===== src/logic/lsq_config.svh =====
// Sizing defines for the load/store queues and the data cache model
`ifndef LSQ_CONFIG_SVH
`define LSQ_CONFIG_SVH

// queue sizes, entries must be a power of two
`define LSQ_SQ_ENT       8
`define LSQ_SQ_IDX_W     3
`define LSQ_LQ_ENT       4
`define LSQ_LQ_IDX_W     2

// core-side tags
`define LSQ_ROB_IDX_W    5
`define LSQ_PRF_IDX_W    6
`define LSQ_BR_MASK_W    4

// memory side
`define LSQ_ADDR_W       16
`define LSQ_DC_LINES     16
`define LSQ_DC_MEM_WORDS 256
`define LSQ_DC_MISS_LAT  6

`endif


===== src/logic/lsq_pkg.sv =====
// Queue pointer, tag and branch-mask types of the load/store queues
`default_nettype none
`include "lsq_config.svh"

package lsq_pkg;

	// store queue index and pointer with wrap bit
	typedef logic [`LSQ_SQ_IDX_W-1:0] sq_idx_t;
	typedef logic [`LSQ_SQ_IDX_W:0]   sq_ptr_t;

	// load queue pointer with wrap bit
	typedef logic [`LSQ_LQ_IDX_W:0]   lq_ptr_t;

	typedef logic [`LSQ_ROB_IDX_W-1:0] rob_idx_t;
	typedef logic [`LSQ_PRF_IDX_W-1:0] prf_tag_t;
	typedef logic [`LSQ_BR_MASK_W-1:0] br_mask_t;

	// missed load waiting for the miss register
	typedef enum logic {
		HOLD_IDLE,
		HOLD_BUSY
	} ld_hold_e;

endpackage

`default_nettype wire


===== src/logic/mem_pkg.sv =====
// Address, data and cache line types of the memory side
`default_nettype none
`include "lsq_config.svh"

package mem_pkg;

	localparam int DC_IDX_W = $clog2(`LSQ_DC_LINES);

	typedef logic [`LSQ_ADDR_W-1:0] addr_t;
	typedef logic [63:0]            word_t;

	typedef enum logic {
		MISS_IDLE,
		MISS_WAIT
	} miss_e;

	// one word per line, tag is the address above the index
	typedef struct packed {
		logic                           valid;
		logic [`LSQ_ADDR_W-DC_IDX_W-1:0] tag;
		word_t                          data;
	} dc_line_t;

endpackage

`default_nettype wire


===== src/logic/dcache_if.sv =====
// Queue to data cache signal bundle with one modport per side
`timescale 1ns/10ps
`default_nettype none

interface dcache_if;

	// load side
	logic           ld_en;
	mem_pkg::addr_t ld_addr;
	logic           hit;
	mem_pkg::word_t rd_data;
	logic           ld_ack;
	logic           stall;
	logic           mshr_vld;
	mem_pkg::addr_t mshr_addr;

	// store side
	logic           st_en;
	mem_pkg::addr_t st_addr;
	mem_pkg::word_t st_data;
	logic           st_ack;

	modport lq (
		output ld_en,
		output ld_addr,
		input  hit,
		input  rd_data,
		input  ld_ack,
		input  stall,
		input  mshr_vld,
		input  mshr_addr
	);

	modport sq (
		output st_en,
		output st_addr,
		output st_data,
		input  st_ack
	);

	modport dc (
		input  ld_en,
		input  ld_addr,
		output hit,
		output rd_data,
		output ld_ack,
		output stall,
		output mshr_vld,
		output mshr_addr,
		input  st_en,
		input  st_addr,
		input  st_data,
		output st_ack
	);

endinterface

`default_nettype wire


===== src/logic/store_queue.sv =====
// Circular store queue with retire tracking, load issue gating and forwarding
`timescale 1ns/10ps
`default_nettype none
`include "lsq_config.svh"

module store_queue (
	input  logic             clk,
	input  logic             rst,
	input  logic             dp_st_i,
	input  logic             st_vld_i,
	input  lsq_pkg::sq_idx_t st_sq_idx_i,
	input  mem_pkg::addr_t   st_addr_i,
	input  mem_pkg::word_t   st_data_i,
	input  logic             st_retire_i,
	input  logic             br_recover_i,
	input  lsq_pkg::sq_ptr_t sq_tail_recovery_i,
	input  lsq_pkg::sq_idx_t rs_ld_pos_i,
	input  lsq_pkg::sq_idx_t ex_ld_pos_i,
	input  mem_pkg::addr_t   ld_addr_i,
	dcache_if.sq             dc,
	output logic             older_addr_known_o,
	output logic             fwd_vld_o,
	output mem_pkg::word_t   fwd_data_o,
	output lsq_pkg::sq_ptr_t sq_tail_o,
	output logic             sq_full_o
);

	mem_pkg::addr_t         st_addr_r [`LSQ_SQ_ENT];
	mem_pkg::word_t         st_data_r [`LSQ_SQ_ENT];
	logic [`LSQ_SQ_ENT-1:0] addr_vld_r;
	logic [`LSQ_SQ_ENT-1:0] addr_vld_nxt;
	logic [`LSQ_SQ_ENT-1:0] retire_rdy_r;
	logic [`LSQ_SQ_ENT-1:0] retire_rdy_nxt;
	lsq_pkg::sq_ptr_t       head_r;
	lsq_pkg::sq_ptr_t       retire_head_r;
	lsq_pkg::sq_ptr_t       tail_r;
	lsq_pkg::sq_idx_t       head_idx;
	logic                   st_write;
	logic [`LSQ_SQ_IDX_W:0] rs_older_cnt;
	logic [`LSQ_SQ_IDX_W:0] ex_older_cnt;

	// stores older than a load at position pos, a full queue wraps all the way round
	function automatic logic [`LSQ_SQ_IDX_W:0] older_cnt(input lsq_pkg::sq_idx_t pos,
			input lsq_pkg::sq_idx_t head, input logic full);
		older_cnt = {1'b0, lsq_pkg::sq_idx_t'(pos - head)};
		if (full && (pos == head))
			older_cnt = {1'b1, {`LSQ_SQ_IDX_W{1'b0}}};
	endfunction

	assign head_idx  = head_r[`LSQ_SQ_IDX_W-1:0];
	assign sq_full_o = ((head_r ^ tail_r) == {1'b1, {`LSQ_SQ_IDX_W{1'b0}}});
	assign sq_tail_o = tail_r;

	assign rs_older_cnt = older_cnt(rs_ld_pos_i, head_idx, sq_full_o);
	assign ex_older_cnt = older_cnt(ex_ld_pos_i, head_idx, sq_full_o);

	// ************************************************************************
	// cache write port
	// ************************************************************************

	// only retired stores go out, oldest first
	assign dc.st_en   = retire_rdy_r[head_idx];
	assign dc.st_addr = st_addr_r[head_idx];
	assign dc.st_data = st_data_r[head_idx];
	assign st_write   = dc.st_en && dc.st_ack;

	always_comb begin
		addr_vld_nxt   = addr_vld_r;
		retire_rdy_nxt = retire_rdy_r;
		if (dp_st_i)
			addr_vld_nxt[tail_r[`LSQ_SQ_IDX_W-1:0]] = 1'b0;
		if (st_vld_i)
			addr_vld_nxt[st_sq_idx_i] = 1'b1;
		if (st_retire_i)
			retire_rdy_nxt[retire_head_r[`LSQ_SQ_IDX_W-1:0]] = 1'b1;
		if (st_write) begin
			addr_vld_nxt[head_idx]   = 1'b0;
			retire_rdy_nxt[head_idx] = 1'b0;
		end
	end

	always_ff @(posedge clk) begin
		if (rst) begin
			head_r        <= '0;
			retire_head_r <= '0;
			tail_r        <= '0;
			addr_vld_r    <= '0;
			retire_rdy_r  <= '0;
		end else begin
			if (br_recover_i)
				tail_r <= sq_tail_recovery_i;
			else if (dp_st_i)
				tail_r <= tail_r + 1'b1;
			if (st_retire_i)
				retire_head_r <= retire_head_r + 1'b1;
			if (st_write)
				head_r <= head_r + 1'b1;
			addr_vld_r   <= addr_vld_nxt;
			retire_rdy_r <= retire_rdy_nxt;
		end
	end

	always_ff @(posedge clk) begin
		if (st_vld_i) begin
			st_addr_r[st_sq_idx_i] <= st_addr_i;
			st_data_r[st_sq_idx_i] <= st_data_i;
		end
	end

	// ************************************************************************
	// age checks for issue and execute
	// ************************************************************************

	always_comb begin
		lsq_pkg::sq_idx_t idx;
		older_addr_known_o = 1'b1;
		for (int k = 0; k < `LSQ_SQ_ENT; k++) begin
			idx = head_idx + lsq_pkg::sq_idx_t'(k);
			if ((k < rs_older_cnt) && !addr_vld_r[idx])
				older_addr_known_o = 1'b0;
		end
	end

	// walk from oldest to youngest so the last match wins
	always_comb begin
		lsq_pkg::sq_idx_t idx;
		fwd_vld_o  = 1'b0;
		fwd_data_o = '0;
		for (int k = 0; k < `LSQ_SQ_ENT; k++) begin
			idx = head_idx + lsq_pkg::sq_idx_t'(k);
			if ((k < ex_older_cnt) && addr_vld_r[idx] && (st_addr_r[idx] == ld_addr_i)) begin
				fwd_vld_o  = 1'b1;
				fwd_data_o = st_data_r[idx];
			end
		end
	end

endmodule

`default_nettype wire


===== src/flat_wrapper.sv =====
// flat-port wrapper written by rule: the top's interface ports become plain ports
module store_queue_flat 
  (clk, rst, dp_st_i, st_vld_i, st_sq_idx_i, st_addr_i, st_data_i, st_retire_i, br_recover_i, sq_tail_recovery_i, rs_ld_pos_i, ex_ld_pos_i, ld_addr_i, older_addr_known_o, fwd_vld_o, fwd_data_o, sq_tail_o, sq_full_o, dc_st_en, dc_st_addr, dc_st_data, dc_st_ack);
  dcache_if dc_i ();
  input  logic clk;
  input  logic rst;
  input  logic dp_st_i;
  input  logic st_vld_i;
  input  lsq_pkg::sq_idx_t st_sq_idx_i;
  input  mem_pkg::addr_t st_addr_i;
  input  mem_pkg::word_t st_data_i;
  input  logic st_retire_i;
  input  logic br_recover_i;
  input  lsq_pkg::sq_ptr_t sq_tail_recovery_i;
  input  lsq_pkg::sq_idx_t rs_ld_pos_i;
  input  lsq_pkg::sq_idx_t ex_ld_pos_i;
  input  mem_pkg::addr_t ld_addr_i;
  output logic older_addr_known_o;
  output logic fwd_vld_o;
  output mem_pkg::word_t fwd_data_o;
  output lsq_pkg::sq_ptr_t sq_tail_o;
  output logic sq_full_o;
  output wire logic [$bits(dc_i.st_en)-1:0] dc_st_en;
  output wire logic [$bits(dc_i.st_addr)-1:0] dc_st_addr;
  output wire logic [$bits(dc_i.st_data)-1:0] dc_st_data;
  input wire logic [$bits(dc_i.st_ack)-1:0] dc_st_ack;
  assign dc_st_en = dc_i.st_en;
  assign dc_st_addr = dc_i.st_addr;
  assign dc_st_data = dc_i.st_data;
  assign dc_i.st_ack = dc_st_ack;
  store_queue u_core (.clk(clk), .rst(rst), .dp_st_i(dp_st_i), .st_vld_i(st_vld_i), .st_sq_idx_i(st_sq_idx_i), .st_addr_i(st_addr_i), .st_data_i(st_data_i), .st_retire_i(st_retire_i), .br_recover_i(br_recover_i), .sq_tail_recovery_i(sq_tail_recovery_i), .rs_ld_pos_i(rs_ld_pos_i), .ex_ld_pos_i(ex_ld_pos_i), .ld_addr_i(ld_addr_i), .dc(dc_i), .older_addr_known_o(older_addr_known_o), .fwd_vld_o(fwd_vld_o), .fwd_data_o(fwd_data_o), .sq_tail_o(sq_tail_o), .sq_full_o(sq_full_o));
endmodule

===== config.mk =====
export PLATFORM = sky130hd
export DESIGN_NAME = store_queue_flat
export DESIGN_NICKNAME = d
export VERILOG_FILES = /design/src/logic/lsq_pkg.sv /design/src/logic/mem_pkg.sv /design/src/logic/dcache_if.sv /design/src/logic/store_queue.sv /design/src/flat_wrapper.sv
export VERILOG_INCLUDE_DIRS = /design/src /design/src/logic
export SDC_FILE = /design/constraint.sdc
export NUM_CORES = 2
export LEC_CHECK = 0
export BUFFER_PORTS_ARGS = -buffer_cell sky130_fd_sc_hd__buf_2
export CAP_MARGIN = 15
export CORE_MARGIN = 10
export CORE_UTILIZATION = 40
export CTS_CLUSTER_DIAMETER = 200
export DETAILED_ROUTE_END_ITERATION = 8
export PLACE_DENSITY_LB_ADDON = 0.08
export SLEW_MARGIN = 25
export SYNTH_ARGS = -nofsm -noshare
export SYNTH_HDL_FRONTEND = slang
export SYNTH_SLANG_ARGS = --single-unit

===== constraint.sdc =====
create_clock -name clk -period 13.85 [get_ports clk]
set_input_delay 2.77 -clock clk [delete_from_list [all_inputs] [get_ports clk]]
set_output_delay 2.77 -clock clk [all_outputs]
set_load 0.005 [all_outputs]

==> out/metrics.yaml <==
floorplan:
  core-area_mm2: 0.142
  start_util_pct: 40.2
  fp-row-count: 138
  io_pins: 268
  die_area_mm2: 0.158
  die_x_um: 397
  die_h_um: 397
sta:
  fin_tns_setup_ps: 0
  report.final.setup_viol: 0
  skew_ps: 5.62
  rsz0062_at_grt: "no"
  final-hold-violation-count: 0
  fin_crit_ps: 11020
  tightest_slew_ps: 1140
  fmax_ghz: 0.0907
  post-route-period-util_pct: 79.6
  drv_slew: 0
  slew_headroom_pct: 24.1
grt:
  grt_max_degree: 129
  grt_pass1_wl_mm: 316
  grt_usage_pct: 27.0
  antenna_found_initial: 37
  grt_pass1_vias: 43300
  overflow: 0
clock_network:
  cts-resized-gates: 0
  h-tree-depth: 3
  tritoncts: "yes"
  cts.sinks: 670
  hold_buffers: 0
  clk_latency_ps: 700
  clockBufferDepth: 3
  cts_made_buffers: 86
  cts_setup_buffers: 0
  clkTransAtPathRegs_ps: 60
  cts_root_buffer: "clkbuf_16"
pwr:
  power-per-cell-area_mw_per_mm2: 94.0
  leakage_uw: 0.0191
  irDropWorstVdd_v: 0.0000788
  p_total_uw: 5850
route:
  antenna_left: 0
  met3_length_mm: 19.9
  vias_per_cell: 7.07
  wl_met1_mm: 88.8
  first_pass_iters: 6
  wl_mm: 218
  top_layer_used: "met5"
  wl_met2_mm: 102
  drc: 0
  drt_first_iter_violations: 5169
  vias: 43700
  routedWlPerCell_um: 35.4
critical_path:
  worst_ep_required_time_ps: 11080
  path_class: "register to primary output"
  cp-end-kind: "primary output"
  path_max_fanout: 66
  cp.arrival_ps: 8250
  worst_r2r_path_depth: 8
  cp-start-kind: "register"
  reg2reg_setup_slack_ps: 11110
yosys:
  syn_nets: 4350
  syn_avg_cell_area_um2: 13.5
  syn_inst: 4220
  ys_types: 88
  ys_seq_elements: 670
  synth.most_common_cell: "mux4_2"
  synth_top_flop_cell: "edfxtp_1"
  async_reset_ff_share_pct: 0
  yosysSeqAreaShare_pct: 34.8
  synth_area_leader_cell: "edfxtp_1"
  synth_common_cells: "mux4_2, edfxtp_1, nand2_1"
  synth_warnings: 0
  syn_area_mm2: 0.0569
  yosysTopAreaCellShare_pct: 33.7
  synthTopCellsByArea: "edfxtp_1, mux4_2, mux2i_1"
  synth-edff-count: 640
finish:
  multi_input_area_mm2: 0.0347
  num-fill-cells: 12800
  ff_latch_area_mm2: 0.0198
  syn2layout_area_growth_pct: 9.30
  layout-drive-gt1-share_pct: 35.9
  fin_area_mm2: 0.0622
  final_nets: 4333
hold_path:
  hold_class: "register to register"
  holdPathStages: 2
placed_design:
  dp_hpwl_mm: 127
  port_buffers: 267
  routabilityCongestion: 0.897
  postPlaceCellArea_mm2: 0.0594
job:
  drv_cap: 0
outcome:
  outcome: "complete, no violations"
-- state kept, by name, indices dropped and copies added, names as in the netlist, named ones only --
signal,count
u_core.addr_vld_r,8
u_core.head_r,4
u_core.retire_head_r,3
u_core.retire_rdy_r,8
u_core.sq_tail_o,4
u_core.st_addr_r,128
u_core.st_data_r,512
-- metal layers --
layer / vias up / global-route usage (%)
met5: - / 0.151
met3: 467 / 5.82
li1: 17600 / -
met4: 34 / 10.2
met2: 2409 / 42.0
met1: 23200 / 37.0
-- stage by stage --
step | hold slack, ps | setup WS, ps | cells | utilization, %
floorplan | 491 | 4810 | 4220 | -
global placement | 507 | 3490 | 6005 | 41.9
detailed placement | 514 | 3450 | 6005 | 41.9
CTS | 520 | 2830 | 6163 | 43.9
global route | 569 | 2680 | 6170 | 44.0
finish | 523 | 2830 | 6173 | 44.0
-- cells in the final DEF, fill, tap and decap left out, types with 12 or more instances in the layout --
cell       synthesis  final
clkinv_1           4     22
clkbuf_16          0     91
nand3_1           21     20
xor2_1            35     34
inv_1             75     75
nor4b_1           62     61
a2111oi_0         65     65
nand4_1           19     19
o22ai_1          131    131
and3_2            20     20
a311oi_2          49     49
dfxtp_1           30     24
o311ai_0          41     41
clkbuf_1         200     13
mux2_2            82     82
nand2_1          369    368
a22oi_1           66     66
clkinv_2           0     15
nor4_1            12     12
edfxtp_1         640    640
a311oi_1          81     81
o21ai_0           20     20
and3_1            45     45
nor3_1            20     18
a21oi_1           34     34
buf_2            181    267
mux2i_1          367    367
nor2_1           308    301
xnor2_1          130    128
o311ai_1          25     25
a211oi_1          21     21
buf_4             27     81
mux4_2           830    830
-- cells by family (layout without fill, tap and decap cells) --
group	count (synthesis)	after routing	share of synthesized area [%]
and+or+nand+nor	943	943	7.81
buffers and inverters	554	607	4.73
DFF	670	670	34.8
adders and majority gates	14	14	0.334
other	0	10	0
AOI/OAI and AO/OA	584	584	8.40
xor gates and xnor gates	166	166	2.57
muxes	1289	1289	41.4
-- worst paths after layout --
check,startpoint,end
worst max-delay path,u_core.head_r[1]$_SDFFE_PP0P_,fwd_data_o[8]
worst min-delay path,u_core.retire_rdy_r[0]$_SDFF_PP0_,u_core.retire_rdy_r[0]$_SDFF_PP0_
worst max register to register,u_core.head_r[2]$_SDFFE_PP0P_,u_core.head_r[3]$_SDFFE_PP0P_
worst min register to register,u_core.retire_rdy_r[0]$_SDFF_PP0_,u_core.retire_rdy_r[0]$_SDFF_PP0_
-- final cells by class --
class                           instances  area share (%)
Timing Repair Buffer                  364            3.53
Sequential cell                       670            31.9
Tap cell                             1890            3.80
Antenna cell                           10          0.0402
Clock buffer                          109            3.85
Clock inverter                         49           0.673
Inverter                               85           0.521
Multi-Input combinational cell       2996            55.7
-- worst max-delay path, cell delays in order (launching register included) --
cell and delay [ps]:
dfxtp_4 830, inv_6 240, ha_4 790, buf_4 680, mux4_2 600, xnor2_1 340, nor3_1 120, a31oi_1 300
a311oi_1 160, o2111ai_4 140, buf_12 490, o32a_2 500, buf_4 880, o311ai_0 300, a311oi_1 800, buf_2 250
-- where the power goes --
part	switching (uW)	internal (uW)
registers	91.7	2290
logic	653	566
clock network	916	1330
total	1660	4190
No activity file was read; power rests on OpenSTA's default activity.
