<file path="src/logic/lsq_config.svh">
// Sizing defines for the load/store queues and the data cache model
`ifndef LSQ_CONFIG_SVH
`define LSQ_CONFIG_SVH

// queue sizes, entries must be a power of two
`define LSQ_SQ_ENT       8
`define LSQ_SQ_IDX_W     3
`define LSQ_LQ_ENT       4
`define LSQ_LQ_IDX_W     2

// core-side tags
`define LSQ_ROB_IDX_W    5
`define LSQ_PRF_IDX_W    6
`define LSQ_BR_MASK_W    4

// memory side
`define LSQ_ADDR_W       16
`define LSQ_DC_LINES     16
`define LSQ_DC_MEM_WORDS 256
`define LSQ_DC_MISS_LAT  6

`endif

</file>
<file path="src/logic/lsq_pkg.sv">
// Queue pointer, tag and branch-mask types of the load/store queues
`default_nettype none
`include "lsq_config.svh"

package lsq_pkg;

	// store queue index and pointer with wrap bit
	typedef logic [`LSQ_SQ_IDX_W-1:0] sq_idx_t;
	typedef logic [`LSQ_SQ_IDX_W:0]   sq_ptr_t;

	// load queue pointer with wrap bit
	typedef logic [`LSQ_LQ_IDX_W:0]   lq_ptr_t;

	typedef logic [`LSQ_ROB_IDX_W-1:0] rob_idx_t;
	typedef logic [`LSQ_PRF_IDX_W-1:0] prf_tag_t;
	typedef logic [`LSQ_BR_MASK_W-1:0] br_mask_t;

	// missed load waiting for the miss register
	typedef enum logic {
		HOLD_IDLE,
		HOLD_BUSY
	} ld_hold_e;

endpackage

`default_nettype wire

</file>
<file path="src/logic/mem_pkg.sv">
// Address, data and cache line types of the memory side
`default_nettype none
`include "lsq_config.svh"

package mem_pkg;

	localparam int DC_IDX_W = $clog2(`LSQ_DC_LINES);

	typedef logic [`LSQ_ADDR_W-1:0] addr_t;
	typedef logic [63:0]            word_t;

	typedef enum logic {
		MISS_IDLE,
		MISS_WAIT
	} miss_e;

	// one word per line, tag is the address above the index
	typedef struct packed {
		logic                           valid;
		logic [`LSQ_ADDR_W-DC_IDX_W-1:0] tag;
		word_t                          data;
	} dc_line_t;

endpackage

`default_nettype wire

</file>
<file path="src/logic/dcache_if.sv">
// Queue to data cache signal bundle with one modport per side
`timescale 1ns/10ps
`default_nettype none

interface dcache_if;

	// load side
	logic           ld_en;
	mem_pkg::addr_t ld_addr;
	logic           hit;
	mem_pkg::word_t rd_data;
	logic           ld_ack;
	logic           stall;
	logic           mshr_vld;
	mem_pkg::addr_t mshr_addr;

	// store side
	logic           st_en;
	mem_pkg::addr_t st_addr;
	mem_pkg::word_t st_data;
	logic           st_ack;

	modport lq (
		output ld_en,
		output ld_addr,
		input  hit,
		input  rd_data,
		input  ld_ack,
		input  stall,
		input  mshr_vld,
		input  mshr_addr
	);

	modport sq (
		output st_en,
		output st_addr,
		output st_data,
		input  st_ack
	);

	modport dc (
		input  ld_en,
		input  ld_addr,
		output hit,
		output rd_data,
		output ld_ack,
		output stall,
		output mshr_vld,
		output mshr_addr,
		input  st_en,
		input  st_addr,
		input  st_data,
		output st_ack
	);

endinterface

`default_nettype wire

</file>
<file path="src/logic/load_queue.sv">
// Load hold register and circular miss queue with in-order completion
`timescale 1ns/10ps
`default_nettype none
`include "lsq_config.svh"

module load_queue (
	input  logic              clk,
	input  logic              rst,
	input  logic              ld_vld_i,
	input  mem_pkg::addr_t    ld_addr_i,
	input  lsq_pkg::rob_idx_t ld_rob_idx_i,
	input  lsq_pkg::prf_tag_t ld_dest_tag_i,
	input  lsq_pkg::br_mask_t ld_br_mask_i,
	input  logic              fwd_vld_i,
	input  mem_pkg::word_t    fwd_data_i,
	input  logic              older_addr_known_i,
	input  logic              br_recover_i,
	input  logic              br_correct_i,
	input  lsq_pkg::br_mask_t br_tag_fix_i,
	dcache_if.lq              dc,
	output logic              ld_iss_en_o,
	output logic              ld_done_o,
	output logic              lq_done_o,
	output mem_pkg::word_t    ld_data_o,
	output lsq_pkg::rob_idx_t ld_rob_idx_o,
	output lsq_pkg::prf_tag_t ld_dest_tag_o,
	output lsq_pkg::br_mask_t ld_br_mask_o
);

	lsq_pkg::ld_hold_e      hold_state_r;
	lsq_pkg::ld_hold_e      hold_state_nxt;
	mem_pkg::addr_t         hold_addr_r;
	lsq_pkg::rob_idx_t      hold_rob_r;
	lsq_pkg::prf_tag_t      hold_tag_r;
	lsq_pkg::br_mask_t      hold_mask_r;

	mem_pkg::addr_t         lq_addr_r [`LSQ_LQ_ENT];
	mem_pkg::word_t         lq_data_r [`LSQ_LQ_ENT];
	lsq_pkg::rob_idx_t      lq_rob_r [`LSQ_LQ_ENT];
	lsq_pkg::prf_tag_t      lq_tag_r [`LSQ_LQ_ENT];
	lsq_pkg::br_mask_t      lq_mask_r [`LSQ_LQ_ENT];
	lsq_pkg::br_mask_t      lq_mask_nxt [`LSQ_LQ_ENT];
	logic [`LSQ_LQ_ENT-1:0] lq_vld_r;
	logic [`LSQ_LQ_ENT-1:0] lq_vld_nxt;
	logic [`LSQ_LQ_ENT-1:0] lq_rdy_r;
	logic [`LSQ_LQ_ENT-1:0] lq_rdy_nxt;
	lsq_pkg::lq_ptr_t       head_r;
	lsq_pkg::lq_ptr_t       tail_r;
	logic [`LSQ_LQ_IDX_W-1:0] head_idx;
	logic [`LSQ_LQ_IDX_W-1:0] tail_idx;

	logic                   lq_empty;
	logic                   lq_full;
	logic                   hold_busy;
	logic                   hold_capture;
	logic                   ld_hit_done;
	logic                   need_mem;
	logic                   ld_miss;
	logic                   head_match;
	logic                   head_adv;
	mem_pkg::addr_t         alloc_addr;
	lsq_pkg::rob_idx_t      alloc_rob;
	lsq_pkg::prf_tag_t      alloc_tag;
	lsq_pkg::br_mask_t      alloc_mask;

	assign head_idx = head_r[`LSQ_LQ_IDX_W-1:0];
	assign tail_idx = tail_r[`LSQ_LQ_IDX_W-1:0];
	assign lq_empty = (head_r == tail_r);
	assign lq_full  = ((head_r ^ tail_r) == {1'b1, {`LSQ_LQ_IDX_W{1'b0}}});

	// ************************************************************************
	// load execute and miss request
	// ************************************************************************

	assign hold_busy  = (hold_state_r == lsq_pkg::HOLD_BUSY);
	assign alloc_addr = ld_vld_i ? ld_addr_i : hold_addr_r;
	assign alloc_rob  = ld_vld_i ? ld_rob_idx_i : hold_rob_r;
	assign alloc_tag  = ld_vld_i ? ld_dest_tag_i : hold_tag_r;
	assign alloc_mask = ld_vld_i ? ld_br_mask_i : hold_mask_r;

	// a returning miss owns the result bus
	assign ld_hit_done = ld_vld_i && (dc.hit || fwd_vld_i) && !dc.mshr_vld;
	assign need_mem    = ld_vld_i ? !ld_hit_done : hold_busy;

	assign dc.ld_en   = need_mem && !dc.mshr_vld && !lq_full;
	assign dc.ld_addr = alloc_addr;
	assign ld_miss    = dc.ld_en && dc.ld_ack;

	assign hold_capture = ld_vld_i && need_mem && !ld_miss;

	always_comb begin
		hold_state_nxt = hold_state_r;
		if (hold_capture)
			hold_state_nxt = lsq_pkg::HOLD_BUSY;
		else if (ld_miss || (br_recover_i && (|(hold_mask_r & br_tag_fix_i))))
			hold_state_nxt = lsq_pkg::HOLD_IDLE;
	end

	assign ld_iss_en_o = older_addr_known_i && !lq_full && !dc.stall &&
		(hold_state_nxt != lsq_pkg::HOLD_BUSY);

	always_ff @(posedge clk) begin
		if (hold_capture) begin
			hold_addr_r <= ld_addr_i;
			hold_rob_r  <= ld_rob_idx_i;
			hold_tag_r  <= ld_dest_tag_i;
			hold_mask_r <= ld_br_mask_i;
		end else if (br_correct_i) begin
			hold_mask_r <= hold_mask_r & ~br_tag_fix_i;
		end
	end

	// ************************************************************************
	// miss queue
	// ************************************************************************

	assign head_match = dc.mshr_vld && (lq_addr_r[head_idx] == dc.mshr_addr);

	// parked data waits if a new load completes this cycle
	assign lq_done_o = !lq_empty && lq_vld_r[head_idx] &&
		(head_match || (lq_rdy_r[head_idx] && !ld_hit_done));
	assign ld_done_o = ld_hit_done;

	// killed heads are skipped
	assign head_adv = !lq_empty && (lq_done_o || !lq_vld_r[head_idx]);

	always_comb begin
		lq_vld_nxt  = lq_vld_r;
		lq_rdy_nxt  = lq_rdy_r;
		lq_mask_nxt = lq_mask_r;
		if (ld_miss) begin
			lq_vld_nxt[tail_idx]  = 1'b1;
			lq_rdy_nxt[tail_idx]  = 1'b0;
			lq_mask_nxt[tail_idx] = alloc_mask;
		end
		for (int k = 0; k < `LSQ_LQ_ENT; k++) begin
			if (dc.mshr_vld && (lq_addr_r[k] == dc.mshr_addr))
				lq_rdy_nxt[k] = 1'b1;
			if (br_recover_i && (|(lq_mask_nxt[k] & br_tag_fix_i)))
				lq_vld_nxt[k] = 1'b0;
			else if (br_correct_i)
				lq_mask_nxt[k] = lq_mask_nxt[k] & ~br_tag_fix_i;
		end
	end

	always_ff @(posedge clk) begin
		if (rst) begin
			hold_state_r <= lsq_pkg::HOLD_IDLE;
			head_r       <= '0;
			tail_r       <= '0;
			lq_vld_r     <= '0;
			lq_rdy_r     <= '0;
			lq_mask_r    <= '{default: '0};
		end else begin
			hold_state_r <= hold_state_nxt;
			if (head_adv)
				head_r <= head_r + 1'b1;
			if (ld_miss)
				tail_r <= tail_r + 1'b1;
			lq_vld_r  <= lq_vld_nxt;
			lq_rdy_r  <= lq_rdy_nxt;
			lq_mask_r <= lq_mask_nxt;
		end
	end

	always_ff @(posedge clk) begin
		if (ld_miss) begin
			lq_addr_r[tail_idx] <= alloc_addr;
			lq_rob_r[tail_idx]  <= alloc_rob;
			lq_tag_r[tail_idx]  <= alloc_tag;
		end
		for (int k = 0; k < `LSQ_LQ_ENT; k++)
			if (dc.mshr_vld && (lq_addr_r[k] == dc.mshr_addr))
				lq_data_r[k] <= dc.rd_data;
	end

	// ************************************************************************
	// result bus
	// ************************************************************************

	assign ld_data_o = lq_done_o ? (head_match ? dc.rd_data : lq_data_r[head_idx]) :
		(fwd_vld_i ? fwd_data_i : dc.rd_data);
	assign ld_rob_idx_o  = lq_done_o ? lq_rob_r[head_idx] : ld_rob_idx_i;
	assign ld_dest_tag_o = lq_done_o ? lq_tag_r[head_idx] : ld_dest_tag_i;
	assign ld_br_mask_o  = lq_done_o ? lq_mask_r[head_idx] : ld_br_mask_i;

endmodule

`default_nettype wire

</file>
<file path="src/flat_wrapper.sv">
// flat-port wrapper written by rule: the top's interface ports become plain ports
module load_queue_flat 
  (clk, rst, ld_vld_i, ld_addr_i, ld_rob_idx_i, ld_dest_tag_i, ld_br_mask_i, fwd_vld_i, fwd_data_i, older_addr_known_i, br_recover_i, br_correct_i, br_tag_fix_i, ld_iss_en_o, ld_done_o, lq_done_o, ld_data_o, ld_rob_idx_o, ld_dest_tag_o, ld_br_mask_o, dc_ld_en, dc_ld_addr, dc_hit, dc_rd_data, dc_ld_ack, dc_stall, dc_mshr_vld, dc_mshr_addr);
  dcache_if dc_i ();
  input  logic clk;
  input  logic rst;
  input  logic ld_vld_i;
  input  mem_pkg::addr_t ld_addr_i;
  input  lsq_pkg::rob_idx_t ld_rob_idx_i;
  input  lsq_pkg::prf_tag_t ld_dest_tag_i;
  input  lsq_pkg::br_mask_t ld_br_mask_i;
  input  logic fwd_vld_i;
  input  mem_pkg::word_t fwd_data_i;
  input  logic older_addr_known_i;
  input  logic br_recover_i;
  input  logic br_correct_i;
  input  lsq_pkg::br_mask_t br_tag_fix_i;
  output logic ld_iss_en_o;
  output logic ld_done_o;
  output logic lq_done_o;
  output mem_pkg::word_t ld_data_o;
  output lsq_pkg::rob_idx_t ld_rob_idx_o;
  output lsq_pkg::prf_tag_t ld_dest_tag_o;
  output lsq_pkg::br_mask_t ld_br_mask_o;
  output wire logic [$bits(dc_i.ld_en)-1:0] dc_ld_en;
  output wire logic [$bits(dc_i.ld_addr)-1:0] dc_ld_addr;
  input wire logic [$bits(dc_i.hit)-1:0] dc_hit;
  input wire logic [$bits(dc_i.rd_data)-1:0] dc_rd_data;
  input wire logic [$bits(dc_i.ld_ack)-1:0] dc_ld_ack;
  input wire logic [$bits(dc_i.stall)-1:0] dc_stall;
  input wire logic [$bits(dc_i.mshr_vld)-1:0] dc_mshr_vld;
  input wire logic [$bits(dc_i.mshr_addr)-1:0] dc_mshr_addr;
  assign dc_ld_en = dc_i.ld_en;
  assign dc_ld_addr = dc_i.ld_addr;
  assign dc_i.hit = dc_hit;
  assign dc_i.rd_data = dc_rd_data;
  assign dc_i.ld_ack = dc_ld_ack;
  assign dc_i.stall = dc_stall;
  assign dc_i.mshr_vld = dc_mshr_vld;
  assign dc_i.mshr_addr = dc_mshr_addr;
  load_queue u_core (.clk(clk), .rst(rst), .ld_vld_i(ld_vld_i), .ld_addr_i(ld_addr_i), .ld_rob_idx_i(ld_rob_idx_i), .ld_dest_tag_i(ld_dest_tag_i), .ld_br_mask_i(ld_br_mask_i), .fwd_vld_i(fwd_vld_i), .fwd_data_i(fwd_data_i), .older_addr_known_i(older_addr_known_i), .br_recover_i(br_recover_i), .br_correct_i(br_correct_i), .br_tag_fix_i(br_tag_fix_i), .dc(dc_i), .ld_iss_en_o(ld_iss_en_o), .ld_done_o(ld_done_o), .lq_done_o(lq_done_o), .ld_data_o(ld_data_o), .ld_rob_idx_o(ld_rob_idx_o), .ld_dest_tag_o(ld_dest_tag_o), .ld_br_mask_o(ld_br_mask_o));
endmodule
</file>
<file path="config.mk">
export PLATFORM = sky130hd
export DESIGN_NAME = load_queue_flat
export DESIGN_NICKNAME = d
export VERILOG_FILES = /design/src/logic/lsq_pkg.sv /design/src/logic/mem_pkg.sv /design/src/logic/dcache_if.sv /design/src/logic/load_queue.sv /design/src/flat_wrapper.sv
export VERILOG_INCLUDE_DIRS = /design/src /design/src/logic
export SDC_FILE = /design/constraint.sdc
export NUM_CORES = 1
export LEC_CHECK = 0
export BUFFER_PORTS_ARGS = -buffer_cell sky130_fd_sc_hd__buf_4
export CAP_MARGIN = 20
export CORE_UTILIZATION = 43
export CTS_CLUSTER_DIAMETER = 200
export DETAILED_ROUTE_END_ITERATION = 7
export GPL_TIMING_DRIVEN = 0
export PLACE_DENSITY = 0.65
export SLEW_MARGIN = 10
export SYNTH_ARGS = -nofsm -noshare
export SYNTH_HDL_FRONTEND = slang
export SYNTH_SLANG_ARGS = --single-unit
</file>
<file path="constraint.sdc">
create_clock -name clk -period 12.6 [get_ports clk]
set_input_delay 0.63 -clock clk [delete_from_list [all_inputs] [get_ports clk]]
set_output_delay 0.63 -clock clk [all_outputs]
set_load 0.01 [all_outputs]
</file>
==> flow_metrics.tcl, run 1 <==
set metrics [dict create \
    status "finished, violations left" \
    violations "design-rule violations" \
    cts_buffer_depth 3 \
    ioPinCount 289 \
    max_slew_margin_pct 38.2 \
    hold_class "input port to register" \
    synthTopCellsByArea "edfxtp_1 64%, mux4_2 10%, inv_1 4.1%, dfxtp_1 3.6%, a222oi_1 3.4%" \
    finalNonFillerCells 2085 \
    initial_utilization_pct 44.0 \
    yosys_warnings 0 \
    startpoint_type "register" \
    multi_input_area_sq_um 4990 \
    dieWidth_um 210 \
    grt_use_met3_pct 4.44 \
    regArea_sq_um 12500 \
    grt_usage_pct 20.1 \
    cts_sinks 428 \
    slew_viol_final 0 \
    dp.cells 1998 \
    hold_buffers 0 \
    critPathCaptureType "output pin" \
    crit_fanout 10 \
    async_flop_share_pct 0 \
    area_delta_synth_final_pct 24.7 \
    ys_seq_elements 428 \
    tightest_slew_ns 0.926 \
    cellLeakagePower_nw 8.89 \
    rows 75 \
    fin_util_pct 54.8 \
    grt_max_degree 34 \
    rsz0062_at_grt "no" \
    setup_viol 0 \
    dp_hpwl_um 31400 \
    drive_gt1_share_pct 36.2 \
    ir_drop_mv 0.0924 \
    antenna_found_initial 5 \
    syn-num-nets 1326 \
    wl_per_cell_um 21.0 \
    clk_latency_ns 0.57 \
    cp_data_arrival_time_ns 3.97 \
    drt-initial-drc-count 848 \
    gp_congestion 0.819 \
    core_sq_um 42200 \
    drcViolationCount 4 \
    vias 11200 \
    syn_inst 1131 \
    cts.clk_slew.worst_paths_ns 0.06 \
    cts_tree "built" \
    io_buffers 277 \
    setup_tns_ns 0 \
    vias_per_cell 5.35 \
    synth_largest_area_cell "edfxtp_1" \
    grt_pass1_vias 11600 \
    grt_overflow_total 0 \
    die_area_sq_um 44000 \
    synth_edf_count 395 \
    htreeDepth 2 \
    fin_skew_ns 0.0185 \
    required_ns 11.97 \
    die_h_um 210 \
    fill_cells 3421 \
    synth_ff_type "edfxtp_1" \
    finalCriticalPeriod_ns 4.60 \
    max_clock_freq_mhz 217 \
    crit_type "register to output pin" \
    maxCapViolCount 0 \
    ys_types 48 \
    cts_resized 0 \
    final_hold_viol_count 0 \
    grt_use_met1_pct 26.9 \
    drtPass1Iterations 8 \
    wl_um 43700 \
    seq_area_frac_synth_pct 67.4 \
    syn-mean-instance-area_sq_um 16.4 \
    finalCritPeriodShare_pct 36.5 \
    cts_buffers 46 \
    grt_pass1_wl_um 66800 \
    fin_nets 1702 \
    netlist_area_sq_um 18600 \
    cts_root_buf "clkbuf_16" \
    ant_nets 0 \
    pwr_density_cell_nw_per_um2 141 \
    postCtsSetupRepairBufs 0 \
    grt-busiest-layer "met2" \
    synth_top_cell_area_share_pct 63.9 \
    met2_usage_pct 33.2 \
]
[cells in the final DEF (no fill, tap or decap), types with 9 or more instances in the layout]
master | netlist | routed
a222oi_1 | 64 | 64
a311oi_1 | 17 | 17
buf_2 | 16 | 18
buf_4 | 3 | 326
buf_6 | 8 | 10
clkbuf_1 | 29 | 40
clkbuf_16 | 0 | 47
clkinv_1 | 1 | 12
clkinv_2 | 0 | 9
dfxtp_1 | 33 | 33
edfxtp_1 | 395 | 395
inv_1 | 204 | 201
mux2_2 | 41 | 41
mux2i_1 | 22 | 22
mux4_2 | 86 | 86
nand2_1 | 17 | 17
nor2_1 | 13 | 12
nor4_1 | 16 | 12
o21ai_0 | 9 | 9
xnor2_1 | 21 | 21
xor2_1 | 57 | 57
[logic make-up (layout without fill, tap and decap cells)]
| family | Yosys count | in the layout | synth area share (%) |
|---|---|---|---|
| AO/OA/AOI/OAI | 119 | 119 | 5.67 |
| XOR/XNOR | 78 | 78 | 3.68 |
| adder cells (fa/ha/maj) | 5 | 5 | 0.337 |
| buffers and inverters | 266 | 678 | 5.87 |
| flip-flops | 428 | 428 | 67.4 |
| multiplexers | 158 | 158 | 14.7 |
| other | 0 | 3 | 0 |
| AND/OR/NAND/NOR | 77 | 77 | 2.30 |
[routing by layer]
metal / up-vias / part of all wire, %
met1: 5568 / 43
met2: 403 / 48
met4: 4 / 1.7
met3: 59 / 6.7
met5: - / 0.062
li1: 5124 / -
[path summary, 6_finish.rpt]
check,start,to,slack [ns],cells past startpoint
max,u_core.lq_addr_r[2][12],ld_data_o[2],8.00,10
min,ld_addr_i[6],u_core.hold_addr_r[6],0.24,1
max reg2reg,u_core.lq_addr_r[1][15],u_core.lq_data_r[1][43],9.00,12
min reg2reg,u_core.lq_rdy_r[2],u_core.lq_rdy_r[2],0.48,2
[registers in the layout (all words and copies together) (netlist names), named ones only]
| name | flops |
|---|---|
| u_core.head_r | 3 |
| u_core.lq_rob_r | 20 |
| u_core.hold_addr_r | 16 |
| u_core.hold_mask_r | 4 |
| u_core.hold_rob_r | 5 |
| u_core.hold_tag_r | 6 |
| u_core.hold_busy | 1 |
| u_core.lq_mask_r | 16 |
| u_core.lq_addr_r | 64 |
| u_core.tail_r | 3 |
| u_core.lq_vld_r | 4 |
| u_core.lq_data_r | 256 |
| u_core.lq_tag_r | 24 |
| u_core.lq_rdy_r | 4 |
[layout make-up]
| type | instances | share of cell area, % |
|---|---|---|
| Antenna cell | 3 | 0.0324 |
| Buffer | 60 | 1.37 |
| Clock buffer | 58 | 5.26 |
| Clock inverter | 26 | 0.756 |
| Inverter | 206 | 3.34 |
| Multi-Input combinational cell | 437 | 21.6 |
| Sequential cell | 428 | 54.1 |
| Tap cell | 539 | 2.91 |
| Timing Repair Buffer | 328 | 10.7 |
[stage by stage]
stage	area [sq um]	hold slack, ns	setup WS [ns]	power (W)
after detailed placement	21800	0.473	8.14	0.00206
after global placement	21300	0.465	-1.74	0.00205
after CTS	23100	0.205	7.90	0.00331
after global routing	23100	0.206	7.84	0.00340
after floorplan	18600	0.451	4.41	0.00188
final	23200	0.243	8.00	0.00327
[cells in the mapped netlist (5+ instances only)]
cell / count
edfxtp_1: 395
inv_1: 204
mux4_2: 86
a222oi_1: 64
xor2_1: 57
mux2_2: 41
dfxtp_1: 33
clkbuf_1: 29
mux2i_1: 22
xnor2_1: 21
a311oi_1: 17
nand2_1: 17
buf_2: 16
nor4_1: 16
nor2_1: 13
o21ai_0: 9
buf_6: 8
mux2_1: 8
o22ai_1: 8
a21oi_1: 7
nand4_1: 7
ha_1: 5
nand3_1: 5
[worst max-delay path, cell delays in order (launching register included)]
cell and delay, ns:
edfxtp_1 0.38, xor2_1 0.18, nor4_1 0.50, nand3_1 0.17, a2111oi_2 0.52, o21ai_2 0.18, and2_1 0.17, buf_2 0.25
buf_2 0.28, a222oi_1 0.53, buf_4 0.23
[where the power goes]
part           switching [W]  internal, W
registers         0.00000581      0.00157
logic               0.000227     0.000223
clock network       0.000540     0.000707
(Power assumes the default switching activity.)
==> inputs of run 2 (changes only) <==
PLACE_DENSITY = 0.68   (was 0.65)
clock period = 3.8 ns   (was 12.6 ns; I/O delays follow)
==> run 2 against run 1 <==
The run ends with negative setup slack left. Global-route usage rose by 0.74 points. Largest cell class unchanged. Sequential share of layout area fell by 3.3 points. Register-to-register slack got worse by 8.6 ns. Via count rose by 5.0%. Sequential cell count did not move. Largest power group unchanged. Core utilization rose by 3.5 points. Non-clock buffer count rose by 109. Clock power rose to 3.3 times the previous value.
==> flow_metrics.tcl, run 2 (same netlist as run 1, synthesis figures left out) <==
set metrics [dict create \
    status "finished, violations left" \
    violations "negative setup slack" \
    worst_slack_ns -0.0586 \
    die_area_sq_um 44000 \
    grt_overflow_total 0 \
    max_slew_margin_pct 37.4 \
    pre_cts_slack_ns 0.0830 \
    p_switching_w 0.00256 \
    max_clock_freq_mhz 259 \
    hold_class "input port to register" \
    holdWs_ns 0.0939 \
    finalCritPeriodShare_pct 102 \
    rows 75 \
    slew_viol_final 0 \
    io_buffers 277 \
    wl_per_cell_um 21.0 \
    grt_usage_pct 20.8 \
    maxCapViolCount 0 \
    cts_sinks 428 \
    cts_buffer_depth 3 \
    cp_data_arrival_time_ns 3.67 \
    drcViolationCount 0 \
    grt_pass1_vias 12100 \
    area_delta_synth_final_pct 32.7 \
    p_seq_share_pct 47.6 \
    rsz0062_at_grt "yes" \
    crit_fanout 7 \
    startpoint_type "register" \
    drt-initial-drc-count 981 \
    tightest_slew_ns 0.940 \
    placed_cell_area_sq_um 21700 \
    vias 11700 \
    final_common_cell "edfxtp_1" \
    dieWidth_um 210 \
    ant_nets 0 \
    p_int_w 0.00840 \
    cts_tree "built" \
    registers.top_by_ff_count "u_core.lq_data_r" \
    gp_congestion 0.813 \
    cts_buffers 44 \
    combinationalPowerShare_pct 15.2 \
    design_area_sq_um 24600 \
    drtPass1Iterations 6 \
    grt_max_degree 34 \
    core_sq_um 42200 \
    drive_gt1_share_pct 35.4 \
    p_sw_share_pct 23.4 \
    final_cell_mix "395 x edfxtp_1, 311 x buf_4, 201 x inv_1" \
    fin_skew_ns 0.0168 \
    setup_tns_ns -0.0586 \
    final_hold_viol_count 0 \
    largest_reg_flops 256 \
    vias_per_cell 5.35 \
    grt_pass1_wl_um 69500 \
    fin_util_pct 58.4 \
    critPathCaptureType "output pin" \
    die_h_um 210 \
    cts.clk_slew.worst_paths_ns 0.06 \
    cts_root_buf "clkbuf_16" \
    pwr_density_cell_nw_per_um2 445 \
    multi_input_area_sq_um 5160 \
    regArea_sq_um 12500 \
    finalCriticalPeriod_ns 3.86 \
    htreeDepth 2 \
    clkPwrFrac_pct 37.2 \
    clk_latency_ns 0.56 \
    ioPinCount 289 \
    cellLeakagePower_nw 9.46 \
    fill_cells 3248 \
    top_regs "u_core.lq_data_r: 256 flops, u_core.lq_addr_r: 64 flops, u_core.lq_tag_r: 24 flops" \
    wl_um 46000 \
    fin_nets 1809 \
    crit_type "register to output pin" \
    dp_hpwl_um 30400 \
    ir_drop_mv 0.371 \
    initial_utilization_pct 44.0 \
    setup_viol 1 \
    required_ns 3.61 \
    antenna_found_initial 6 \
]
run 2: cell types whose count changed in the layout (fill, tap and decap cells not counted), moves of 3 or more:
cell           before  now
buf_4             326  311
clkinv_2            9    4
clkbuf_1           40   35
buf_8               0    5
xor2_2              0    3
nor4_1             12    8
buf_12              1    7
clkbuf_2            0    4
dlygate4sd3_1       0   99
buf_2              18   12
buf_6              10   27
xor2_1             57   54
nor4_4              1    7
run 2: metrics by stage:
| stage | std cells | total power, W |
|---|---|---|
| 6_report | 2191 | 0.0110 |
| 5_1_grt | 2189 | 0.0114 |
| 4_1_cts | 2182 | 0.0111 |
| 3_5_place_dp | 1973 | 0.00683 |
| 3_3_place_gp | 1947 | 0.00681 |
| 2_1_floorplan | 1131 | 0.00624 |
run 2: cell type report:
cell class              count  share of cell area [%]
plain buffers              60                    1.75
repair buffers            437                    15.1
well taps                 539                    2.74
diodes                      4                  0.0406
clock inverters            20                   0.624
flip-flops and latches    428                    50.8
inverters                 206                    3.14
clock buffers              60                    4.88
multi-input cells         437                    20.9
run 2: what timing repair did:
action                     CTS  global route
setup endpoints to repair   79            81
hold endpoints to repair   363             0
gates cloned                 2             3
pin swaps                   21            43
buffers inserted            28             4
hold buffers                99             0
resized for setup           47            17
run 2: worst paths after layout:
kind                                             start                      end  slack [ns]  cells after the start
worst min register to register      u_core.lq_rdy_r[1]       u_core.lq_rdy_r[1]        0.49                      2
worst max register to register  u_core.lq_addr_r[2][4]  u_core.lq_data_r[2][60]        0.39                     17
worst min-delay path                      br_recover_i       u_core.lq_vld_r[3]        0.09                      3
worst max-delay path            u_core.lq_addr_r[0][2]            ld_data_o[10]       -0.06                     11
run 2: critical path, stage by stage, from the launching register on:
cell and delay, ns:
edfxtp_1 0.41, xor2_2 0.21, nor4_4 0.33, nand3b_1 0.17
a2111oi_4 0.36, buf_4 0.19, o2111ai_1 0.09, and3b_2 0.26
buf_12 0.16, buf_12 0.14, a222oi_1 0.57, buf_4 0.23
run 2: power groups by stage:
stage	clock network, W	registers [W]	logic (W)
2_1_floorplan	0	0.00531	0.000935
3_3_place_gp	0	0.00531	0.00149
3_5_place_dp	0	0.00531	0.00152
4_1_cts	0.00420	0.00521	0.00166
5_1_grt	0.00437	0.00522	0.00180
6_report	0.00408	0.00522	0.00166
run 2: routing by layer:
metal  GRT usage, %  vias up  wire [um]
met5              0        -         23
met2           35.1      476      22500
met1           27.4     5842      19500
li1               -     5321          -
met3           4.11       75       3000
met4           6.04        4       1010
==> inputs of run 3 (changes only) <==
BUFFER_PORTS_ARGS = unset   (was -buffer_cell sky130_fd_sc_hd__buf_4)
DONT_BUFFER_PORTS = 1   (was unset)
PLACE_DENSITY = 0.62   (was 0.68)
clock period = 3.2 ns   (was 3.8 ns; I/O delays follow)
==> run 3 against run 2 <==
The run still ends with negative setup slack left. Sequential power is 19% higher. Count of clock-buffer cells in the layout shrank 2. Combinational power about the same. Worst hold slack lost 0.016 ns. Non-clock buffer count shrank 282. Sequential cell count unchanged. Sequential share of layout area up 4.3 points. Global-route usage down 1.1 points. Routed wire length shrank 6.6%. Final area shrank 7.9%. Total power grew 17%. Die area did not move. Critical path type unchanged. Largest power group unchanged. Highest routed layer unchanged.
==> flow_metrics.tcl, run 3 (same netlist as run 1, synthesis figures left out) <==
set metrics [dict create \
    finalCriticalPeriod_ns 3.77 \
    startpoint_type "register" \
    drt-initial-drc-count 853 \
    drive_gt1_share_pct 23.9 \
    fin_nets 1529 \
    worst_slack_ns -0.569 \
    antenna_found_initial 2 \
    top_regs "u_core.lq_data_r: 256 flops, u_core.lq_addr_r: 64 flops, u_core.lq_tag_r: 24 flops" \
    maxCapViolCount 0 \
    rows 75 \
    slew_viol_final 0 \
    largest_reg_flops 256 \
    dp_hpwl_um 29000 \
    registers.top_by_ff_count "u_core.lq_data_r" \
    rsz0062_at_grt "yes" \
    wl_um 43000 \
    io_buffers 0 \
    status "finished, violations left" \
    htreeDepth 2 \
    final_hold_viol_count 0 \
    cellLeakagePower_nw 8.21 \
    fill_cells 3430 \
    pre_cts_slack_ns -0.490 \
    critPathCaptureType "output pin" \
    vias 10500 \
    final_cell_mix "395 x edfxtp_1, 201 x inv_1, 100 x dlygate4sd3_1" \
    crit_fanout 10 \
    max_clock_freq_mhz 265 \
    crit_type "register to output pin" \
    dp.cells 1699 \
    grt_pass1_vias 11000 \
    drcViolationCount 0 \
    insertedDiodeCount 0 \
    cp_data_arrival_time_ns 3.61 \
    max_slew_margin_pct 33.3 \
    die_area_sq_um 44000 \
    cts_tree "built" \
    required_ns 3.04 \
    grt_max_degree 34 \
    setup_viol 79 \
    cts_buffer_depth 3 \
    clk_latency_ns 0.58 \
    violations "negative setup slack" \
    drtPass1Iterations 7 \
    cts_buffers 46 \
    vias_per_cell 5.49 \
    hold_class "input port to register" \
    holdWs_ns 0.0778 \
    ant_nets 0 \
    ioPinCount 289 \
    gp_congestion 0.785 \
    grt_overflow_total 0 \
    wl_per_cell_um 22.5 \
    core_sq_um 42200 \
    cts_sinks 428 \
    tightest_slew_ns 1.00 \
    initial_utilization_pct 44.0 \
    grt_usage_pct 19.8 \
    cts_root_buf "clkbuf_16" \
    area_delta_synth_final_pct 22.3 \
    grt_pass1_wl_um 65400 \
    finalNonFillerCells 1910 \
    ir_drop_mv 0.384 \
    die_h_um 210 \
    setup_tns_ns -30.09 \
    finalCritPeriodShare_pct 118 \
    dieWidth_um 210 \
    final_common_cell "edfxtp_1" \
    fin_skew_ns 0.0261 \
    pwr_density_cell_nw_per_um2 567 \
    cts.clk_slew.worst_paths_ns 0.06 \
]
==> run 3: critical path, cell delays in order, from the launching register on <==
cell and delay (ns):
edfxtp_1 0.42, xor2_2 0.19, nor4_4 0.30, nand3b_1 0.17
a2111oi_4 0.48, buf_4 0.19, o21ai_4 0.06, and2_4 0.15
buf_12 0.15, clkbuf_8 0.17, a222oi_1 0.74
==> run 3: stage by stage <==
| step | utilization, % | cell area [sq um] | power, W |
|---|---|---|---|
| 3_5_place_dp | 46.6 | 19700 | 0.00774 |
| 6_report | 53.8 | 22700 | 0.0129 |
| 2_1_floorplan | - | 18600 | 0.00742 |
| 5_1_grt | 53.8 | 22700 | 0.0134 |
| 3_3_place_gp | 45.7 | 19300 | 0.00773 |
| 4_1_cts | 53.4 | 22600 | 0.0130 |
==> run 3: area by class of cell <==
type	instances	area [sq um]	area share, %
plain buffers	58	417	1.84
clock buffers	58	1200	5.27
clock inverters	27	241	1.06
inverters	206	787	3.47
multi-input cells	437	5240	23.1
flip-flops and latches	428	12500	55.2
well taps	539	674	2.97
repair buffers	157	1620	7.14
==> run 3: per-layer routing <==
layer  global-route usage, %  vias to the layer above  wire (um)
met5                       0                        -         31
met4                    4.98                        4        691
met3                    5.19                       59       3060
met2                    33.0                      370      21200
met1                    25.7                     5285      18000
li1                        -                     4774          -
==> run 3: path summary, 6_finish.rpt <==
| path | cells past startpoint | endpoint | startpoint | slack (ns) |
|---|---|---|---|---|
| setup / recovery | 10 | ld_data_o[50] | u_core.lq_addr_r[0][14] | -0.57 |
| hold reg to reg | 2 | u_core.lq_rdy_r[1] | u_core.lq_rdy_r[1] | 0.49 |
| hold / removal | 4 | u_core.tail_r[0] | dc_ld_ack | 0.08 |
| setup reg to reg | 11 | u_core.lq_mask_r[1] | u_core.head_r[1] | 0.30 |
==> run 3: timing repair <==
item                                    in CTS  in global routing
hold endpoints to repair                   413                  0
resized for setup                           82                 21
hold buffers                               100                  0
pin swaps                                   74                 20
gates cloned                                 1                  0
setup buffers                               23                  6
endpoints found under the setup margin      85                 94
==> run 3: power by group <==
group          internal [W]  switching [W]
clock network       0.00285        0.00219
registers           0.00617      0.0000220
logic              0.000788       0.000863
total               0.00981        0.00307
